[src/gfx_bus_pkg.sv]
// Bus request and response structs, response status enum and register address width
`default_nettype none

package gfx_bus_pkg;

  // Byte address width of the register window
  localparam int REG_ADR_W = 8;

  // Response status as seen by the master
  typedef enum logic {
    OKAY = 1'b0,
    ERR  = 1'b1
  } wb_status_e;

  // Request from the bus master
  typedef struct packed {
    logic                 cyc;
    logic                 stb;
    logic                 we;
    logic [3:0]           sel;
    logic [REG_ADR_W-1:0] adr;
    logic [31:0]          dat;
  } wb_req_t;

  // Response back to the master
  typedef struct packed {
    logic       ack;
    wb_status_e status;
    logic [31:0] dat;
  } wb_resp_t;

endpackage

`default_nettype wire

[src/gfx_reg_pkg.sv]
// Register map and operation enums, bit positions, reset constants and render structs
`default_nettype none

package gfx_reg_pkg;

  // Register byte addresses
  typedef enum logic [7:0] {
    GFX_CONTROL       = 8'h00,
    GFX_STATUS        = 8'h04,
    GFX_TARGET_BASE   = 8'h08,
    GFX_TARGET_SIZE_X = 8'h0C,
    GFX_TARGET_SIZE_Y = 8'h10,
    GFX_CLIP0_X       = 8'h14,
    GFX_CLIP0_Y       = 8'h18,
    GFX_CLIP1_X       = 8'h1C,
    GFX_CLIP1_Y       = 8'h20,
    GFX_COLOR0        = 8'h24,
    GFX_ALPHA         = 8'h28,
    GFX_COLOR_COMP    = 8'h2C
  } gfx_reg_e;

  // Drawing operations, also the strobe bit order
  typedef enum logic [1:0] {
    OP_POINT,
    OP_RECT,
    OP_LINE,
    OP_TRI
  } gfx_op_e;

  // Control register layout
  localparam int CTRL_COLOR_DEPTH = 0;
  localparam int CTRL_BLENDING    = 2;
  localparam int CTRL_CLIPPING    = 3;
  localparam int CTRL_OP_BASE     = 8;

  // Status register layout
  localparam int STAT_BUSY      = 0;
  localparam int STAT_COUNT_LSB = 16;

  // Reset values
  localparam logic [31:0] CTRL_RESET       = 32'h0000_0001;
  localparam logic [15:0] GR_WIDTH         = 16'd1920;
  localparam logic [15:0] GR_HEIGHT        = 16'd1080;
  localparam logic [7:0]  ALPHA_RESET      = 8'hff;
  localparam logic [15:0] COLOR_COMP_RESET = 16'h1555;

  // Datapath and queue sizing
  localparam int POINT_W     = 16;
  localparam int MDW         = 256;
  localparam int QUEUE_DEPTH = 8;
  localparam int QUEUE_CNT_W = 4;

  // One queued register write
  typedef struct packed {
    gfx_reg_e    adr;
    logic [31:0] dat;
  } cmd_entry_t;

  // One strobe per gfx_op_e
  typedef logic [3:0] op_strobe_t;

  // Configuration seen by the drawing pipeline
  typedef struct packed {
    logic [31:0]        target_base;
    logic [POINT_W-1:0] target_size_x;
    logic [POINT_W-1:0] target_size_y;
    logic [POINT_W-1:0] clip_x0;
    logic [POINT_W-1:0] clip_y0;
    logic [POINT_W-1:0] clip_x1;
    logic [POINT_W-1:0] clip_y1;
    logic [31:0]        colour0;
    logic [7:0]         global_alpha;
    logic [1:0]         colour_depth;
    logic               blending_en;
    logic               clipping_en;
  } render_state_t;

  // Derived pixel format
  typedef struct packed {
    logic [5:0]  bpp;
    logic [5:0]  cbpp;
    logic        rmw;
    logic [15:0] coeff1;
  } pixel_fmt_t;

endpackage

`default_nettype wire

[src/gfx_wb_slave.sv]
// Bus slave with access decode, ack and error, write credits, read data and interrupt
`timescale 1ns/1ps
`default_nettype none

module gfx_wb_slave (
  input  wire                     wbs_clk_i,
  input  wire                     rst_i,
  input  wire gfx_bus_pkg::wb_req_t wb_req_i,
  input  wire                     pop_credit_i,
  input  wire [31:0]              rd_data_i,
  input  wire                     writer_sint_i,
  input  wire                     reader_sint_i,
  output gfx_bus_pkg::wb_resp_t   wb_resp_o,
  output logic                    push_o,
  output gfx_reg_pkg::cmd_entry_t cmd_o,
  output gfx_reg_pkg::gfx_reg_e   rd_adr_o,
  output logic                    inta_o
);

  logic [gfx_reg_pkg::QUEUE_CNT_W-1:0] credit_q;
  logic                                acc;
  logic                                full_sel;
  logic                                credit_ok;
  logic                                take;
  logic                                ack_q;
  logic                                err_q;
  logic [31:0]                         rd_dat_q;

  // Live access masked in the dead cycle after an ack
  assign acc       = wb_req_i.cyc & wb_req_i.stb & ~ack_q;
  assign full_sel  = (wb_req_i.sel == 4'hf);
  assign credit_ok = (credit_q != '0);

  // Full-width writes wait for a credit
  // Reads and byte-lane accesses complete at once
  assign take   = acc & (~wb_req_i.we | ~full_sel | credit_ok);
  assign push_o = acc & wb_req_i.we & full_sel & credit_ok;

  // Word aligned register address
  assign rd_adr_o  = gfx_reg_pkg::gfx_reg_e'({wb_req_i.adr[gfx_bus_pkg::REG_ADR_W-1:2], 2'b00});
  assign cmd_o.adr = rd_adr_o;
  assign cmd_o.dat = wb_req_i.dat;

  // Credits mirror free queue entries
  always_ff @(posedge wbs_clk_i) begin
    if (rst_i) begin
      credit_q <= (gfx_reg_pkg::QUEUE_CNT_W)'(gfx_reg_pkg::QUEUE_DEPTH);
    end else begin
      credit_q <= credit_q + (gfx_reg_pkg::QUEUE_CNT_W)'(pop_credit_i)
                  - (gfx_reg_pkg::QUEUE_CNT_W)'(push_o);
    end
  end

  // Registered ack, status and interrupt
  always_ff @(posedge wbs_clk_i) begin
    if (rst_i) begin
      ack_q  <= 1'b0;
      err_q  <= 1'b0;
      inta_o <= 1'b0;
    end else begin
      ack_q  <= take;
      err_q  <= take & ~full_sel;
      inta_o <= writer_sint_i | reader_sint_i;
    end
  end

  // Sample register value with the access
  always_ff @(posedge wbs_clk_i) begin
    if (take) begin
      rd_dat_q <= full_sel ? rd_data_i : 32'h0;
    end
  end

  assign wb_resp_o.ack    = ack_q;
  assign wb_resp_o.status = err_q ? gfx_bus_pkg::ERR : gfx_bus_pkg::OKAY;
  assign wb_resp_o.dat    = rd_dat_q;

  // Queue returns no more credits than were spent
  a_credit_max : assert property (@(posedge wbs_clk_i) disable iff (rst_i)
    credit_q <= gfx_reg_pkg::QUEUE_DEPTH);

endmodule

`default_nettype wire

[src/gfx_cmd_queue.sv]
// Synchronous command FIFO with fill count and credit return
`timescale 1ns/1ps
`default_nettype none

module gfx_cmd_queue (
  input  wire                                  wbs_clk_i,
  input  wire                                  rst_i,
  input  wire                                  push_i,
  input  wire gfx_reg_pkg::cmd_entry_t         cmd_i,
  input  wire                                  pop_i,
  output gfx_reg_pkg::cmd_entry_t              head_o,
  output logic                                 not_empty_o,
  output logic                                 pop_credit_o,
  output logic [gfx_reg_pkg::QUEUE_CNT_W-1:0]  count_o
);

  // Storage for queued writes
  gfx_reg_pkg::cmd_entry_t              mem [gfx_reg_pkg::QUEUE_DEPTH];
  logic [gfx_reg_pkg::QUEUE_CNT_W-2:0]  wr_ptr_q;
  logic [gfx_reg_pkg::QUEUE_CNT_W-2:0]  rd_ptr_q;
  logic [gfx_reg_pkg::QUEUE_CNT_W-1:0]  count_q;

  always_ff @(posedge wbs_clk_i) begin
    if (push_i) begin
      mem[wr_ptr_q] <= cmd_i;
    end
  end

  // Pointers wrap on the power of two depth
  always_ff @(posedge wbs_clk_i) begin
    if (rst_i) begin
      wr_ptr_q     <= '0;
      rd_ptr_q     <= '0;
      count_q      <= '0;
      pop_credit_o <= 1'b0;
    end else begin
      if (push_i) begin
        wr_ptr_q <= wr_ptr_q + 1'b1;
      end
      if (pop_i) begin
        rd_ptr_q <= rd_ptr_q + 1'b1;
      end
      count_q      <= count_q + (gfx_reg_pkg::QUEUE_CNT_W)'(push_i)
                      - (gfx_reg_pkg::QUEUE_CNT_W)'(pop_i);
      // One credit back per freed entry
      pop_credit_o <= pop_i;
    end
  end

  // Head is valid whenever not empty
  assign head_o      = mem[rd_ptr_q];
  assign not_empty_o = (count_q != '0);
  assign count_o     = count_q;

  // Credit scheme keeps the slave off a full queue
  a_no_overflow : assert property (@(posedge wbs_clk_i) disable iff (rst_i)
    push_i |-> count_q != gfx_reg_pkg::QUEUE_DEPTH);

  a_no_underflow : assert property (@(posedge wbs_clk_i) disable iff (rst_i)
    pop_i |-> count_q != '0);

endmodule

`default_nettype wire

[src/gfx_reg_file.sv]
// Config registers, queued write apply, op strobes, busy FSM, status word and read mux
`timescale 1ns/1ps
`default_nettype none

module gfx_reg_file (
  input  wire                                 wbs_clk_i,
  input  wire                                 rst_i,
  input  wire gfx_reg_pkg::cmd_entry_t        head_i,
  input  wire                                 not_empty_i,
  input  wire [gfx_reg_pkg::QUEUE_CNT_W-1:0]  count_i,
  input  wire                                 pipeline_ack_i,
  input  wire gfx_reg_pkg::gfx_reg_e          rd_adr_i,
  output logic                                pop_o,
  output logic [31:0]                         rd_data_o,
  output gfx_reg_pkg::render_state_t          state_o,
  output gfx_reg_pkg::op_strobe_t             op_o,
  output logic [15:0]                         colour_comp_o
);

  typedef enum logic {
    IDLE,
    BUSY
  } fsm_e;

  fsm_e                       fsm_q;
  gfx_reg_pkg::render_state_t st_q;
  gfx_reg_pkg::op_strobe_t    op_q;
  logic [15:0]                comp_q;
  logic                       busy;
  logic [31:0]                status_w;

  // Drain only when idle and not in a strobe cycle
  assign pop_o = not_empty_i & (fsm_q == IDLE) & (op_q == '0);

  always_ff @(posedge wbs_clk_i) begin
    if (rst_i) begin
      st_q                <= '0;
      st_q.target_size_x  <= gfx_reg_pkg::GR_WIDTH;
      st_q.target_size_y  <= gfx_reg_pkg::GR_HEIGHT;
      st_q.clip_x1        <= gfx_reg_pkg::GR_WIDTH;
      st_q.clip_y1        <= gfx_reg_pkg::GR_HEIGHT;
      st_q.global_alpha   <= gfx_reg_pkg::ALPHA_RESET;
      st_q.colour_depth   <= gfx_reg_pkg::CTRL_RESET[gfx_reg_pkg::CTRL_COLOR_DEPTH +: 2];
      st_q.blending_en    <= gfx_reg_pkg::CTRL_RESET[gfx_reg_pkg::CTRL_BLENDING];
      st_q.clipping_en    <= gfx_reg_pkg::CTRL_RESET[gfx_reg_pkg::CTRL_CLIPPING];
      comp_q              <= gfx_reg_pkg::COLOR_COMP_RESET;
      op_q                <= '0;
    end else begin
      // Op bits self clear after one cycle
      op_q <= '0;
      if (pop_o) begin
        case (head_i.adr)
          gfx_reg_pkg::GFX_CONTROL: begin
            st_q.colour_depth <= head_i.dat[gfx_reg_pkg::CTRL_COLOR_DEPTH +: 2];
            st_q.blending_en  <= head_i.dat[gfx_reg_pkg::CTRL_BLENDING];
            st_q.clipping_en  <= head_i.dat[gfx_reg_pkg::CTRL_CLIPPING];
            op_q              <= head_i.dat[gfx_reg_pkg::CTRL_OP_BASE +: 4];
          end
          gfx_reg_pkg::GFX_TARGET_BASE:   st_q.target_base   <= head_i.dat;
          gfx_reg_pkg::GFX_TARGET_SIZE_X: st_q.target_size_x <= head_i.dat[15:0];
          gfx_reg_pkg::GFX_TARGET_SIZE_Y: st_q.target_size_y <= head_i.dat[15:0];
          gfx_reg_pkg::GFX_CLIP0_X:       st_q.clip_x0       <= head_i.dat[15:0];
          gfx_reg_pkg::GFX_CLIP0_Y:       st_q.clip_y0       <= head_i.dat[15:0];
          gfx_reg_pkg::GFX_CLIP1_X:       st_q.clip_x1       <= head_i.dat[15:0];
          gfx_reg_pkg::GFX_CLIP1_Y:       st_q.clip_y1       <= head_i.dat[15:0];
          gfx_reg_pkg::GFX_COLOR0:        st_q.colour0       <= head_i.dat;
          gfx_reg_pkg::GFX_ALPHA:         st_q.global_alpha  <= head_i.dat[7:0];
          gfx_reg_pkg::GFX_COLOR_COMP:    comp_q             <= head_i.dat[15:0];
          // Status and unmapped writes dropped
          default: ;
        endcase
      end
    end
  end

  // Busy from strobe until pipeline ack
  always_ff @(posedge wbs_clk_i) begin
    if (rst_i) begin
      fsm_q <= IDLE;
    end else begin
      case (fsm_q)
        IDLE:    if (op_q != '0) fsm_q <= BUSY;
        BUSY:    if (pipeline_ack_i) fsm_q <= IDLE;
        default: fsm_q <= IDLE;
      endcase
    end
  end

  // Strobe cycle already counts as busy
  assign busy = (fsm_q == BUSY) | (op_q != '0);

  always_comb begin
    status_w = '0;
    status_w[gfx_reg_pkg::STAT_BUSY] = busy;
    status_w[gfx_reg_pkg::STAT_COUNT_LSB +: gfx_reg_pkg::QUEUE_CNT_W] = count_i;
  end

  // Read mux where reserved bits and holes read 0
  always_comb begin
    rd_data_o = '0;
    case (rd_adr_i)
      gfx_reg_pkg::GFX_CONTROL: begin
        rd_data_o[gfx_reg_pkg::CTRL_COLOR_DEPTH +: 2] = st_q.colour_depth;
        rd_data_o[gfx_reg_pkg::CTRL_BLENDING]         = st_q.blending_en;
        rd_data_o[gfx_reg_pkg::CTRL_CLIPPING]         = st_q.clipping_en;
      end
      gfx_reg_pkg::GFX_STATUS:        rd_data_o = status_w;
      gfx_reg_pkg::GFX_TARGET_BASE:   rd_data_o = st_q.target_base;
      gfx_reg_pkg::GFX_TARGET_SIZE_X: rd_data_o = 32'(st_q.target_size_x);
      gfx_reg_pkg::GFX_TARGET_SIZE_Y: rd_data_o = 32'(st_q.target_size_y);
      gfx_reg_pkg::GFX_CLIP0_X:       rd_data_o = 32'(st_q.clip_x0);
      gfx_reg_pkg::GFX_CLIP0_Y:       rd_data_o = 32'(st_q.clip_y0);
      gfx_reg_pkg::GFX_CLIP1_X:       rd_data_o = 32'(st_q.clip_x1);
      gfx_reg_pkg::GFX_CLIP1_Y:       rd_data_o = 32'(st_q.clip_y1);
      gfx_reg_pkg::GFX_COLOR0:        rd_data_o = st_q.colour0;
      gfx_reg_pkg::GFX_ALPHA:         rd_data_o = 32'(st_q.global_alpha);
      gfx_reg_pkg::GFX_COLOR_COMP:    rd_data_o = 32'(comp_q);
      default: ;
    endcase
  end

  assign state_o       = st_q;
  assign op_o          = op_q;
  assign colour_comp_o = comp_q;

  // No new operation while the pipeline still runs
  a_strobe_idle : assert property (@(posedge wbs_clk_i) disable iff (rst_i)
    (op_q != '0) |-> (fsm_q == IDLE));

endmodule

`default_nettype wire

[src/gfx_pixel_format.sv]
// Two-stage pixel format pipeline from the colour composition register
`timescale 1ns/1ps
`default_nettype none

module gfx_pixel_format (
  input  wire                     wbs_clk_i,
  input  wire [15:0]              colour_comp_i,
  output gfx_reg_pkg::pixel_fmt_t fmt_o
);

  logic [3:0] pad_q;
  logic [3:0] red_q;
  logic [3:0] green_q;
  logic [3:0] blue_q;
  logic [5:0] bpp_w;
  logic [5:0] cbpp_w;

  // Stage 1 splits the pad/r/g/b widths
  always_ff @(posedge wbs_clk_i) begin
    pad_q   <= colour_comp_i[15:12];
    red_q   <= colour_comp_i[11:8];
    green_q <= colour_comp_i[7:4];
    blue_q  <= colour_comp_i[3:0];
  end

  // Sums are stored minus one
  assign bpp_w  = 6'(pad_q) + 6'(red_q) + 6'(green_q) + 6'(blue_q) - 6'd1;
  assign cbpp_w = 6'(red_q) + 6'(green_q) + 6'(blue_q) - 6'd1;

  // Stage 2 takes all fields from stage 1 so they land together
  always_ff @(posedge wbs_clk_i) begin
    fmt_o.bpp    <= bpp_w;
    fmt_o.cbpp   <= cbpp_w;
    // Partial bytes need read-modify-write
    fmt_o.rmw    <= |bpp_w[2:0];
    // Strip reciprocal scale
    fmt_o.coeff1 <= 16'(bpp_w * (65536 / gfx_reg_pkg::MDW));
  end

endmodule

`default_nettype wire

[src/gfx_wbs_top.sv]
// Top level joining bus slave, command queue, register file and pixel format unit
`timescale 1ns/1ps
`default_nettype none

module gfx_wbs_top (
  input  wire                         wbs_clk_i,
  input  wire                         rst_i,
  input  wire gfx_bus_pkg::wb_req_t   wb_req_i,
  input  wire                         pipeline_ack_i,
  input  wire                         writer_sint_i,
  input  wire                         reader_sint_i,
  output gfx_bus_pkg::wb_resp_t       wb_resp_o,
  output logic                        inta_o,
  output gfx_reg_pkg::render_state_t  state_o,
  output gfx_reg_pkg::op_strobe_t     op_o,
  output gfx_reg_pkg::pixel_fmt_t     fmt_o
);

  logic                                push;
  logic                                pop;
  logic                                pop_credit;
  logic                                not_empty;
  gfx_reg_pkg::cmd_entry_t             cmd;
  gfx_reg_pkg::cmd_entry_t             head;
  gfx_reg_pkg::gfx_reg_e               rd_adr;
  logic [31:0]                         rd_data;
  logic [gfx_reg_pkg::QUEUE_CNT_W-1:0] count;
  logic [15:0]                         colour_comp;

  gfx_wb_slave u_slave (
    .wbs_clk_i     (wbs_clk_i),
    .rst_i         (rst_i),
    .wb_req_i      (wb_req_i),
    .pop_credit_i  (pop_credit),
    .rd_data_i     (rd_data),
    .writer_sint_i (writer_sint_i),
    .reader_sint_i (reader_sint_i),
    .wb_resp_o     (wb_resp_o),
    .push_o        (push),
    .cmd_o         (cmd),
    .rd_adr_o      (rd_adr),
    .inta_o        (inta_o)
  );

  gfx_cmd_queue u_queue (
    .wbs_clk_i    (wbs_clk_i),
    .rst_i        (rst_i),
    .push_i       (push),
    .cmd_i        (cmd),
    .pop_i        (pop),
    .head_o       (head),
    .not_empty_o  (not_empty),
    .pop_credit_o (pop_credit),
    .count_o      (count)
  );

  gfx_reg_file u_regs (
    .wbs_clk_i      (wbs_clk_i),
    .rst_i          (rst_i),
    .head_i         (head),
    .not_empty_i    (not_empty),
    .count_i        (count),
    .pipeline_ack_i (pipeline_ack_i),
    .rd_adr_i       (rd_adr),
    .pop_o          (pop),
    .rd_data_o      (rd_data),
    .state_o        (state_o),
    .op_o           (op_o),
    .colour_comp_o  (colour_comp)
  );

  gfx_pixel_format u_fmt (
    .wbs_clk_i     (wbs_clk_i),
    .colour_comp_i (colour_comp),
    .fmt_o         (fmt_o)
  );

endmodule

`default_nettype wire

[config.mk]
export PLATFORM = sky130hd
export DESIGN_NAME = gfx_wbs_top
export DESIGN_NICKNAME = d
export VERILOG_FILES = /design/src/gfx_bus_pkg.sv /design/src/gfx_reg_pkg.sv /design/src/gfx_wb_slave.sv /design/src/gfx_cmd_queue.sv /design/src/gfx_reg_file.sv /design/src/gfx_pixel_format.sv /design/src/gfx_wbs_top.sv
export SDC_FILE = /design/constraint.sdc
export NUM_CORES = 1
export LEC_CHECK = 0
export BUFFER_PORTS_ARGS = -buffer_cell sky130_fd_sc_hd__buf_2
export CORE_MARGIN = 3
export CORE_UTILIZATION = 45
export DETAILED_ROUTE_END_ITERATION = 8
export PLACE_DENSITY = 0.6
export SLEW_MARGIN = 30
export SYNTH_ARGS = -nofsm -noshare
export SYNTH_HDL_FRONTEND = slang
export SYNTH_SLANG_ARGS = --single-unit
[constraint.sdc]
create_clock -name wbs_clk_i -period 6 [get_ports wbs_clk_i]
set_input_delay 0.9 -clock wbs_clk_i [delete_from_list [all_inputs] [get_ports wbs_clk_i]]
set_output_delay 0.9 -clock wbs_clk_i [all_outputs]
set_load 0.005 [all_outputs]
Word-level counts from Yosys, hierarchy flattened:

Memory sizes are Yosys's and may differ from the RTL's. A register that Yosys moved wholly into a read port is not among the register bits.
Cells that the tools add are included.

* output and inout port bits: 240
* memories kept: 1
* bits in read-only memories: 0
* latch bits: 0
* register bits: 272
* bits in writable memories: 304

* bitwise operators: 19
* reductions and logical operators: 19
* $mul: 0
* mux-type cells: 10
* magnitude comparators: 0
* equal/unequal tests: 22
* shift operators: 0
* divide/modulo/power cells: 0
* $add $sub $neg: 13

Memories
* u_queue.mem: depth 8, bits a word 38, rd ports 1, clocked after memory_dff 1, write ports 1, RTL line gfx_cmd_queue.sv:18 `gfx_reg_pkg::cmd_entry_t mem [gfx_reg_pkg::QUEUE_DEPTH];`

Operators with widths (number)
* $pmux W28 S11: 1
* $pmux W4 S12: 1
* $eq A8 B5 Y1 const B: 4
* $eq A8 B6 Y1 const B: 4
* $eq A6 B3 Y1 const B: 4
* $eq A6 B4 Y1 const B: 4
* $reduce_and A2 Y1: 11
* $add A6 B4 Y6: 3
* $eq A8 B4 Y1 const B: 2
* $logic_not A8 Y1: 2
* $eq A6 B2 Y1 const B: 2
* $reduce_bool A4 Y1: 3
* $sub A6 B1 Y6 const B: 2
* $add A4 B4 Y5: 2
* $and A1 B1 Y1: 9
* $add A4 B1 Y4: 2
* $sub A4 B1 Y4: 2
* $add A3 B1 Y3 const B: 2
* $eq A6 B1 Y1 const B: 1
* $mux W3: 2
* $not A1 Y1: 6
* $reduce_or A3 Y1: 2
* $mux W1: 5
* $eq A4 B4 Y1 const B: 1
* other kinds (3): 6

Logic depth before layout (Yosys ltp):

Gate-level depths: netlist of run 1.

* depth in word-level cells: 7
* mapped depth: 13
* mapped depth without buffers: 13

Hierarchy:

From an unflattened synthesis of run 1, not the netlist that was laid out.

* cell total of the unflattened synthesis: 1801
* area total of the unflattened synthesis: 25519.5 sq um

By module, submodules not included
* gfx_cmd_queue: area an instance 12944.9 sq um, instances 1, seq. area each 9889.5 sq um, cells each 532
* gfx_reg_file: area an instance 9165.0 sq um, instances 1, seq. area each 3863.7 sq um, cells each 972
* gfx_wb_slave: area an instance 1940.6 sq um, instances 1, seq. area each 1101.1 sq um, cells each 159
* gfx_pixel_format: area an instance 1468.9 sq um, instances 1, seq. area each 580.6 sq um, cells each 138

Worst setup path before layout of run 1:

Ideal clock, no wire load.

* path kind: in2reg
* start point: input port wb_req_i[42] (netlist name)
* end point: memory u_queue.mem[0][0] (netlist name), enable pin
* slack: 1.372 ns
* stages on the path: 5
* required time: 5.519 ns
* arrival time: 4.147 ns
* setup time: 0.481 ns
* path buffers: 0
* path through: and4_1 > nand3_1 > inv_1 > nand2b_1 > nor3_1

* longest elaborated chain between the ends: 5

RTL lines
* start: declaration: RTL line gfx_wbs_top.sv:8 `input wire gfx_bus_pkg::wb_req_t wb_req_i,`
* $eq A4 B4 Y1: RTL line gfx_wb_slave.sv:31 `assign full_sel = (wb_req_i.sel == 4'hf);`
* $and A1 B1 Y1 (2 in series): RTL line gfx_wb_slave.sv:37 `assign push_o = acc & wb_req_i.we & full_sel & credit_ok;`
* via push: RTL line gfx_wbs_top.sv:19 `logic push;`
* $mux W1: RTL line gfx_cmd_queue.sv:24 `if (push_i) begin`
* $mux W1 (implied by the code): RTL line gfx_cmd_queue.sv:25 `mem[wr_ptr_q] <= cmd_i;`
* end: declaration: RTL line gfx_cmd_queue.sv:18

The timed path passes the listed nets, and every way through them passes these cells.

==> results of run 1 <==
## area by class of cell
| type | count | area (sq um) | area share |
|---|---|---|---|
| clock buffer | 77 | 1550 | 0.0564 |
| inverter | 43 | 166 | 0.00605 |
| tap | 680 | 851 | 0.0309 |
| timing repair buffer | 312 | 1690 | 0.0613 |
| antenna | 3 | 7.51 | 0.000273 |
| clock inverter | 33 | 374 | 0.0136 |
| multi-input combinational | 907 | 7920 | 0.288 |
| sequential | 579 | 15000 | 0.544 |
## cells by family after synthesis
family,count (synthesis),share of synthesized area
adders and majority gates,47,0.0277
and+or+nand+nor,365,0.0745
buffers and inverters,166,0.0375
other,1,0.000159
AOI/OAI and AO/OA,179,0.0550
DFF,579,0.633
muxes,288,0.166
xor gates and xnor gates,18,0.00667
## cells in the final DEF (no fill, tap or decap), drive strengths merged, types with 3 or more instances in the layout
master,synthesis,routed
nor3,14,14
a211oi,23,23
ha,38,38
a21o,11,11
clkinv,0,25
nor2b,38,38
dfxtp,243,243
mux2,36,36
nand3b,4,4
a222oi,8,8
clkbuf,45,77
a22oi,42,42
nor4,3,3
xnor2,11,11
and2,11,11
inv,43,44
nand2b,7,7
a221oi,12,12
mux4,74,74
conb,1,10
a21oi,19,19
a2bb2oi,8,8
nor2,112,112
buf,78,312
a31oi,39,39
xor2,7,7
nand3,11,11
fa,9,9
or2,12,12
mux2i,178,178
edfxtp,336,336
nand2,130,130
and3,10,10
o21ai,9,9
diode,0,3
bufinv,0,5
## layer usage
layer | track usage | vias up
met1 | 0.311 | 7397
met2 | 0.359 | 509
li1 | - | 6634
met5 | 0 | -
met3 | 0.0552 | 104
met4 | 0.0655 | 6
## how the worst max path moves through the flow
stage,to,slack (ns),cells after the start
floorplan,u_queue.mem[0][0]$_DFFE_PP_,1.37,5
global placement,u_regs.state_o[156]$_SDFFE_PP0P_,2.19,5
detailed placement,u_slave.rd_dat_q[7]$_SDFFCE_PP0P_,2.16,7
CTS,u_regs.state_o[156]$_SDFFE_PP0P_,2.17,5
global route,u_regs.state_o[156]$_SDFFE_PP0P_,1.99,6
finish,u_regs.state_o[156]$_SDFFE_PP0P_,2.23,5
## power by group through the flow
stage          Clock (mW)  Sequential [mW]  Combinational [mW]
2_1_floorplan           0             4.48                1.31
3_3_place_gp            0             4.62                1.67
3_5_place_dp            0             4.62                1.69
4_1_cts              3.70             4.54                1.70
5_1_grt              3.85             4.55                1.83
6_report             3.62             4.53                1.68
## sequential cells by signal, indices dropped and copies added (netlist names), 3 cells and up, named ones only
signal,flops
u_fmt.fmt_o,13
u_slave.credit_q,4
u_fmt.green_q,4
u_regs.op_o,4
u_slave.rd_dat_q,32
u_regs.colour_comp_o,16
u_fmt.blue_q,4
u_fmt.red_q,4
u_queue.rd_ptr_q,3
u_regs.state_o,172
u_fmt.pad_q,4
u_queue.count_o,4
u_queue.mem,304
u_queue.wr_ptr_q,3
## stage by stage
stage / util / hold WS (ns) / area [sq um] / worst slack, ns / cells
2_1_floorplan: - / 0.351 / 23700 / 1.37 / 1652
3_3_place_gp: 0.495 / 0.358 / 25500 / 2.19 / 2519
3_5_place_dp: 0.495 / 0.361 / 25600 / 2.16 / 2520
4_1_cts: 0.532 / 0.369 / 27500 / 2.17 / 2630
5_1_grt: 0.533 / 0.381 / 27500 / 1.99 / 2632
6_report: 0.533 / 0.369 / 27500 / 2.23 / 2634
==> run_results.csv, run 1 <==
group,metric,value,unit
clock_network,clkSlewWorstSetupHoldPaths,0.06,ns
hold_path,hold_depth,0,
placed_design,io_buffers,279,
flow_run,drv_cap,0,
clock_network,h-tree-depth,2,
grt,grt_pass1_wl,94.7,mm
layout,fill_cells,4317,
grt,antenna_found_initial,7,
yosys,syn-instance-count,1643,
power,share_comb_of_total_power,0.171,
yosys,ys.flop_type,"edfxtp_1",
critical_path,path_max_fanout,43,
critical_path,critical_path_buf_inv_count,0,
yosys,synthDominantCellAreaShare,0.427,
critical_path,required,6.51,ns
sta,min_period_over_period,0.628,
yosys,synth_top_cell_by_area,"edfxtp_1",
sta,max_freq,265,MHz
grt,grt_max_degree,88,
critical_path,setup.worst_path.end_class,"flop",
power,clockPowerShare,0.368,
routing,wirelength,64.5,mm
sta,setup_viol,0,
hold_path,hold_start,"u_regs.colour_comp_o[8]$_SDFFE_PP1P_",
power,power,9.83,mW
routing,met2_length,30.2,mm
yosys,synth.most_common_cell,"edfxtp_1",
power,power_frac_seq,0.461,
clock_network,post-cts-setup-buffers,0,
yosys,synth_cell_types,60,
yosys,synth_edf_count,336,
yosys,async_flop_share,0,
clock_network,cts_tree,"built",
critical_path,cpMaxStageDelayCell,"and3_2",
routing,drt-met1-wl,27.7,mm
floorplan,io_pins,292,
sta,worstMarginPinSlew,1.01,ns
routing,firstDrtPassIters,5,
clock_network,clock_path_buffers,3,
critical_path,reg2reg_slack,2.23,ns
floorplan,coreArea,51600,sq um
power,internal_power,7.14,mW
routing,via_per_inst,5.56,
yosys,ys_top_cells_by_count,"edfxtp_1, dfxtp_1, mux2i_1",
power,power_density,357,nW/um^2
sta,rsz0062_at_grt,"no",
floorplan,die-area,55300,sq um
hold_path,holdPathEnd,"u_fmt.red_q[0]$_DFF_P_",
critical_path,cp_top_family,"simple AND/OR/NAND/NOR gates",
critical_path,arrival,4.28,ns
critical_path,crit_type,"reg2reg",
routing,met3_length,4.81,mm
yosys,syn_avg_cell_area,14.4,sq um
layout,syn_to_final_growth,16.5,%
floorplan,initial_core_util,0.458,
floorplan,die_h,235,um
power,p_leak,10.7,nW
clock_network,clock-root-buffer,"clkbuf_16",
routing,first_iter_violations,1189,
clock_network,clock_latency,0.63,ns
sta,slew_viol_final,0,
clock_network,clkSinkCount,579,
clock_network,post_cts_resized,0,
critical_path,cp_slowest_stage_delay,0.95,ns
critical_path,reg2regPathDepth,5,
grt,grt-ovfl-total,0,
grt,grt_pass1_vias,14431,
routing,postRouteAntennaNets,0,
yosys,ys_ff_latch,579,
routing,top_layer_used,"met5",
yosys,synth.area.top_cells,"edfxtp_1, dfxtp_1, mux2i_1",
routing,via_count,14650,
sta,hold_viol,0,
critical_path,worstPathCellList,"mux4_2 -> nand2b_1 -> o21ai_4 -> and3_2 -> mux2_2",
clock_network,tritoncts.num_buffers,58,
grt,gr-usage-all-layers,0.226,
floorplan,rows,83,
power,swShare,0.273,
sta,finalSetupTns,0,ns
layout,drive_gt1_frac,0.275,
power,peakVddDrop,0.257,mV
sta,slew_headroom,0.304,
layout,final_nets,2000,
sta,fin_skew,0.0252,ns
clock_network,cts_hold_buf,0,
yosys,yosysSeqAreaShare,0.633,
routing,wl_per_cell,24.5,um
critical_path,r2r-end,"u_regs.state_o[156]$_SDFFE_PP0P_",
sta,finalCriticalPeriod,3.77,ns
power,power.net_switching,2.69,mW
yosys,ys_warn_count,0,
floorplan,dieWidth,235,um
placed_design,dp_hpwl,42.9,mm
placed_design,gp_congestion,0.847,
routing,drc,0,
critical_path,cp-start-kind,"flop",
run_status,status,"finished, final reports clean",
yosys,synthesis.area,23600,sq um
hold_path,hp-class,"reg2reg",
Note: power is estimated with default switching activity, not from simulation.
==> run 2, diff against run 1 <==
- PLACE_DENSITY: 0.6 -> 0.63
- clock period: 6 -> 3.45 ns (I/O delays scaled with it)
==> run 2 against run 1 <==
  * Global-route usage about the same
  * Register-to-register slack worse by 1.8 ns
  * Die area stayed put
  * First-iteration DRC count rose by 12%
  * Maximum frequency is 24% higher
  * Clock power increased by 74%
  * Core utilization rose by 0.48 points
  * Total power up 75%
  * Clock skew is 0.0031 ns higher
  * Via count is 1.1% higher
  * Critical path type unchanged
==> run_results.csv, run 2 (synthesized netlist as in run 1, its figures left out) <==
group,metric,value,unit
critical_path,arrival,3.61,ns
layout,fin_area,27800,sq um
floorplan,io_pins,292,
placed_design,gp_congestion,0.829,
critical_path,setup.worst_path.end_class,"flop",
routing,first_iter_violations,1334,
floorplan,initial_core_util,0.458,
power,peakVddDrop,0.406,mV
floorplan,die_h,235,um
routing,via_count,14808,
clock_network,clock_path_buffers,3,
grt,grt-ovfl-total,0,
sta,hold_viol,0,
sta,setup_viol,0,
clock_network,cts_tree,"built",
layout,drive_gt1_frac,0.282,
power,power,17.2,mW
floorplan,coreArea,51600,sq um
clock_network,h-tree-depth,2,
layout,largest_reg_flops,304,
floorplan,dieWidth,235,um
layout,fill_cells,4238,
placed_design,dp.cells,2541,
grt,grt_pass1_vias,14577,
sta,worstMarginPinSlew,0.792,ns
placed_design,placed_area,25800,sq um
grt,antenna_found_initial,6,
grt,grt_max_degree,138,
clock_network,clkSlewWorstSetupHoldPaths,0.06,ns
critical_path,crit_type,"reg2reg",
clock_network,clock_latency,0.63,ns
critical_path,path_max_fanout,2,
clock_network,post-cts-setup-buffers,0,
floorplan,die-area,55300,sq um
power,power_density,620,nW/um^2
grt,gr-usage-all-layers,0.226,
routing,firstDrtPassIters,6,
critical_path,required,4.01,ns
hold_path,hp-class,"in2reg",
clock_network,tritoncts.num_buffers,59,
grt,grt_pass1_wl,95.0,mm
sta,slew_headroom,0.472,
layout,mostFrequentLayoutCells,"edfxtp_1, buf_2, dfxtp_1",
routing,drc,0,
sta,whs,0.117,ns
sta,slew_viol_final,0,
layout,syn_to_final_growth,17.5,%
layout,regMostFlops,"u_queue.mem",
layout,final_cell_count_no_fill,2649,
critical_path,cp-start-kind,"flop",
floorplan,rows,83,
routing,wirelength,64.2,mm
run_status,status,"finished, final reports clean",
sta,finalSetupTns,0,ns
routing,postRouteAntennaNets,0,
sta,min_period_over_period,0.885,
flow_run,drv_cap,0,
layout,final_nets,2021,
sta,rsz0062_at_grt,"no",
sta,max_freq,328,MHz
clock_network,clock-root-buffer,"clkbuf_16",
clock_network,cts_hold_buf,0,
power,p_leak,10.8,nW
routing,wl_per_cell,24.2,um
routing,via_per_inst,5.59,
placed_design,dp_hpwl,41.9,mm
sta,fin_skew,0.0283,ns
clock_network,post_cts_resized,0,
clock_network,clkSinkCount,579,
sta,finalCriticalPeriod,3.05,ns
layout,final_common_cell,"edfxtp_1",
placed_design,io_buffers,279,
==> run 2: cell type report <==
| cell class | instances | area (sq um) | share of cell area |
|---|---|---|---|
| Multi-Input combinational cell | 907 | 7930 | 0.286 |
| Clock inverter | 26 | 273 | 0.00982 |
| Antenna cell | 2 | 5.00 | 0.000180 |
| Timing Repair Buffer | 332 | 1930 | 0.0696 |
| Tap cell | 680 | 851 | 0.0306 |
| Clock buffer | 80 | 1660 | 0.0597 |
| Sequential cell | 579 | 15000 | 0.539 |
| Inverter | 43 | 163 | 0.00586 |
==> run 2: where the power goes <==
group	internal [mW]	switching (mW)	leakage [nW]	total, mW
registers	7.53	0.223	5.01	7.75
clock network	3.60	2.71	0.942	6.31
logic	1.39	1.76	4.82	3.16
==> run 2: worst paths after layout <==
check	start	end	slack, ns	cells past startpoint
min reg2reg	u_regs.colour_comp_o[0]$_SDFFE_PP1P_	u_fmt.blue_q[0]$_DFF_P_	0.37	0
max reg2reg	u_fmt.red_q[0]$_DFF_P_	u_fmt.fmt_o[13]$_DFF_P_	0.40	11
min	writer_sint_i	u_slave.inta_o$_SDFF_PP0_	0.12	3
max	u_fmt.red_q[0]$_DFF_P_	u_fmt.fmt_o[13]$_DFF_P_	0.40	11
==> run 2: critical path: stages (launching register included) <==
cell	delay, ns
dfxtp_1	0.31
ha_1	0.22
fa_1	0.50
inv_1	0.05
ha_1	0.26
inv_1	0.04
fa_1	0.43
ha_1	0.23
fa_1	0.47
a21o_1	0.17
a21oi_1	0.17
xnor2_1	0.13
==> run 2: metrics by stage <==
stage	utilization	worst slack (ns)
2_1_floorplan	-	0.222
3_3_place_gp	0.501	0.417
3_5_place_dp	0.501	0.412
4_1_cts	0.538	0.390
5_1_grt	0.538	0.292
6_report	0.538	0.398
==> run 2: routing by layer <==
| metal | vias to the layer above | track usage | routed length, um |
|---|---|---|---|
| li1 | 6656 | - | - |
| met5 | - | 0 | 48 |
| met2 | 557 | 0.367 | 30600 |
| met1 | 7471 | 0.306 | 26900 |
| met3 | 116 | 0.0499 | 4700 |
| met4 | 8 | 0.0718 | 2010 |
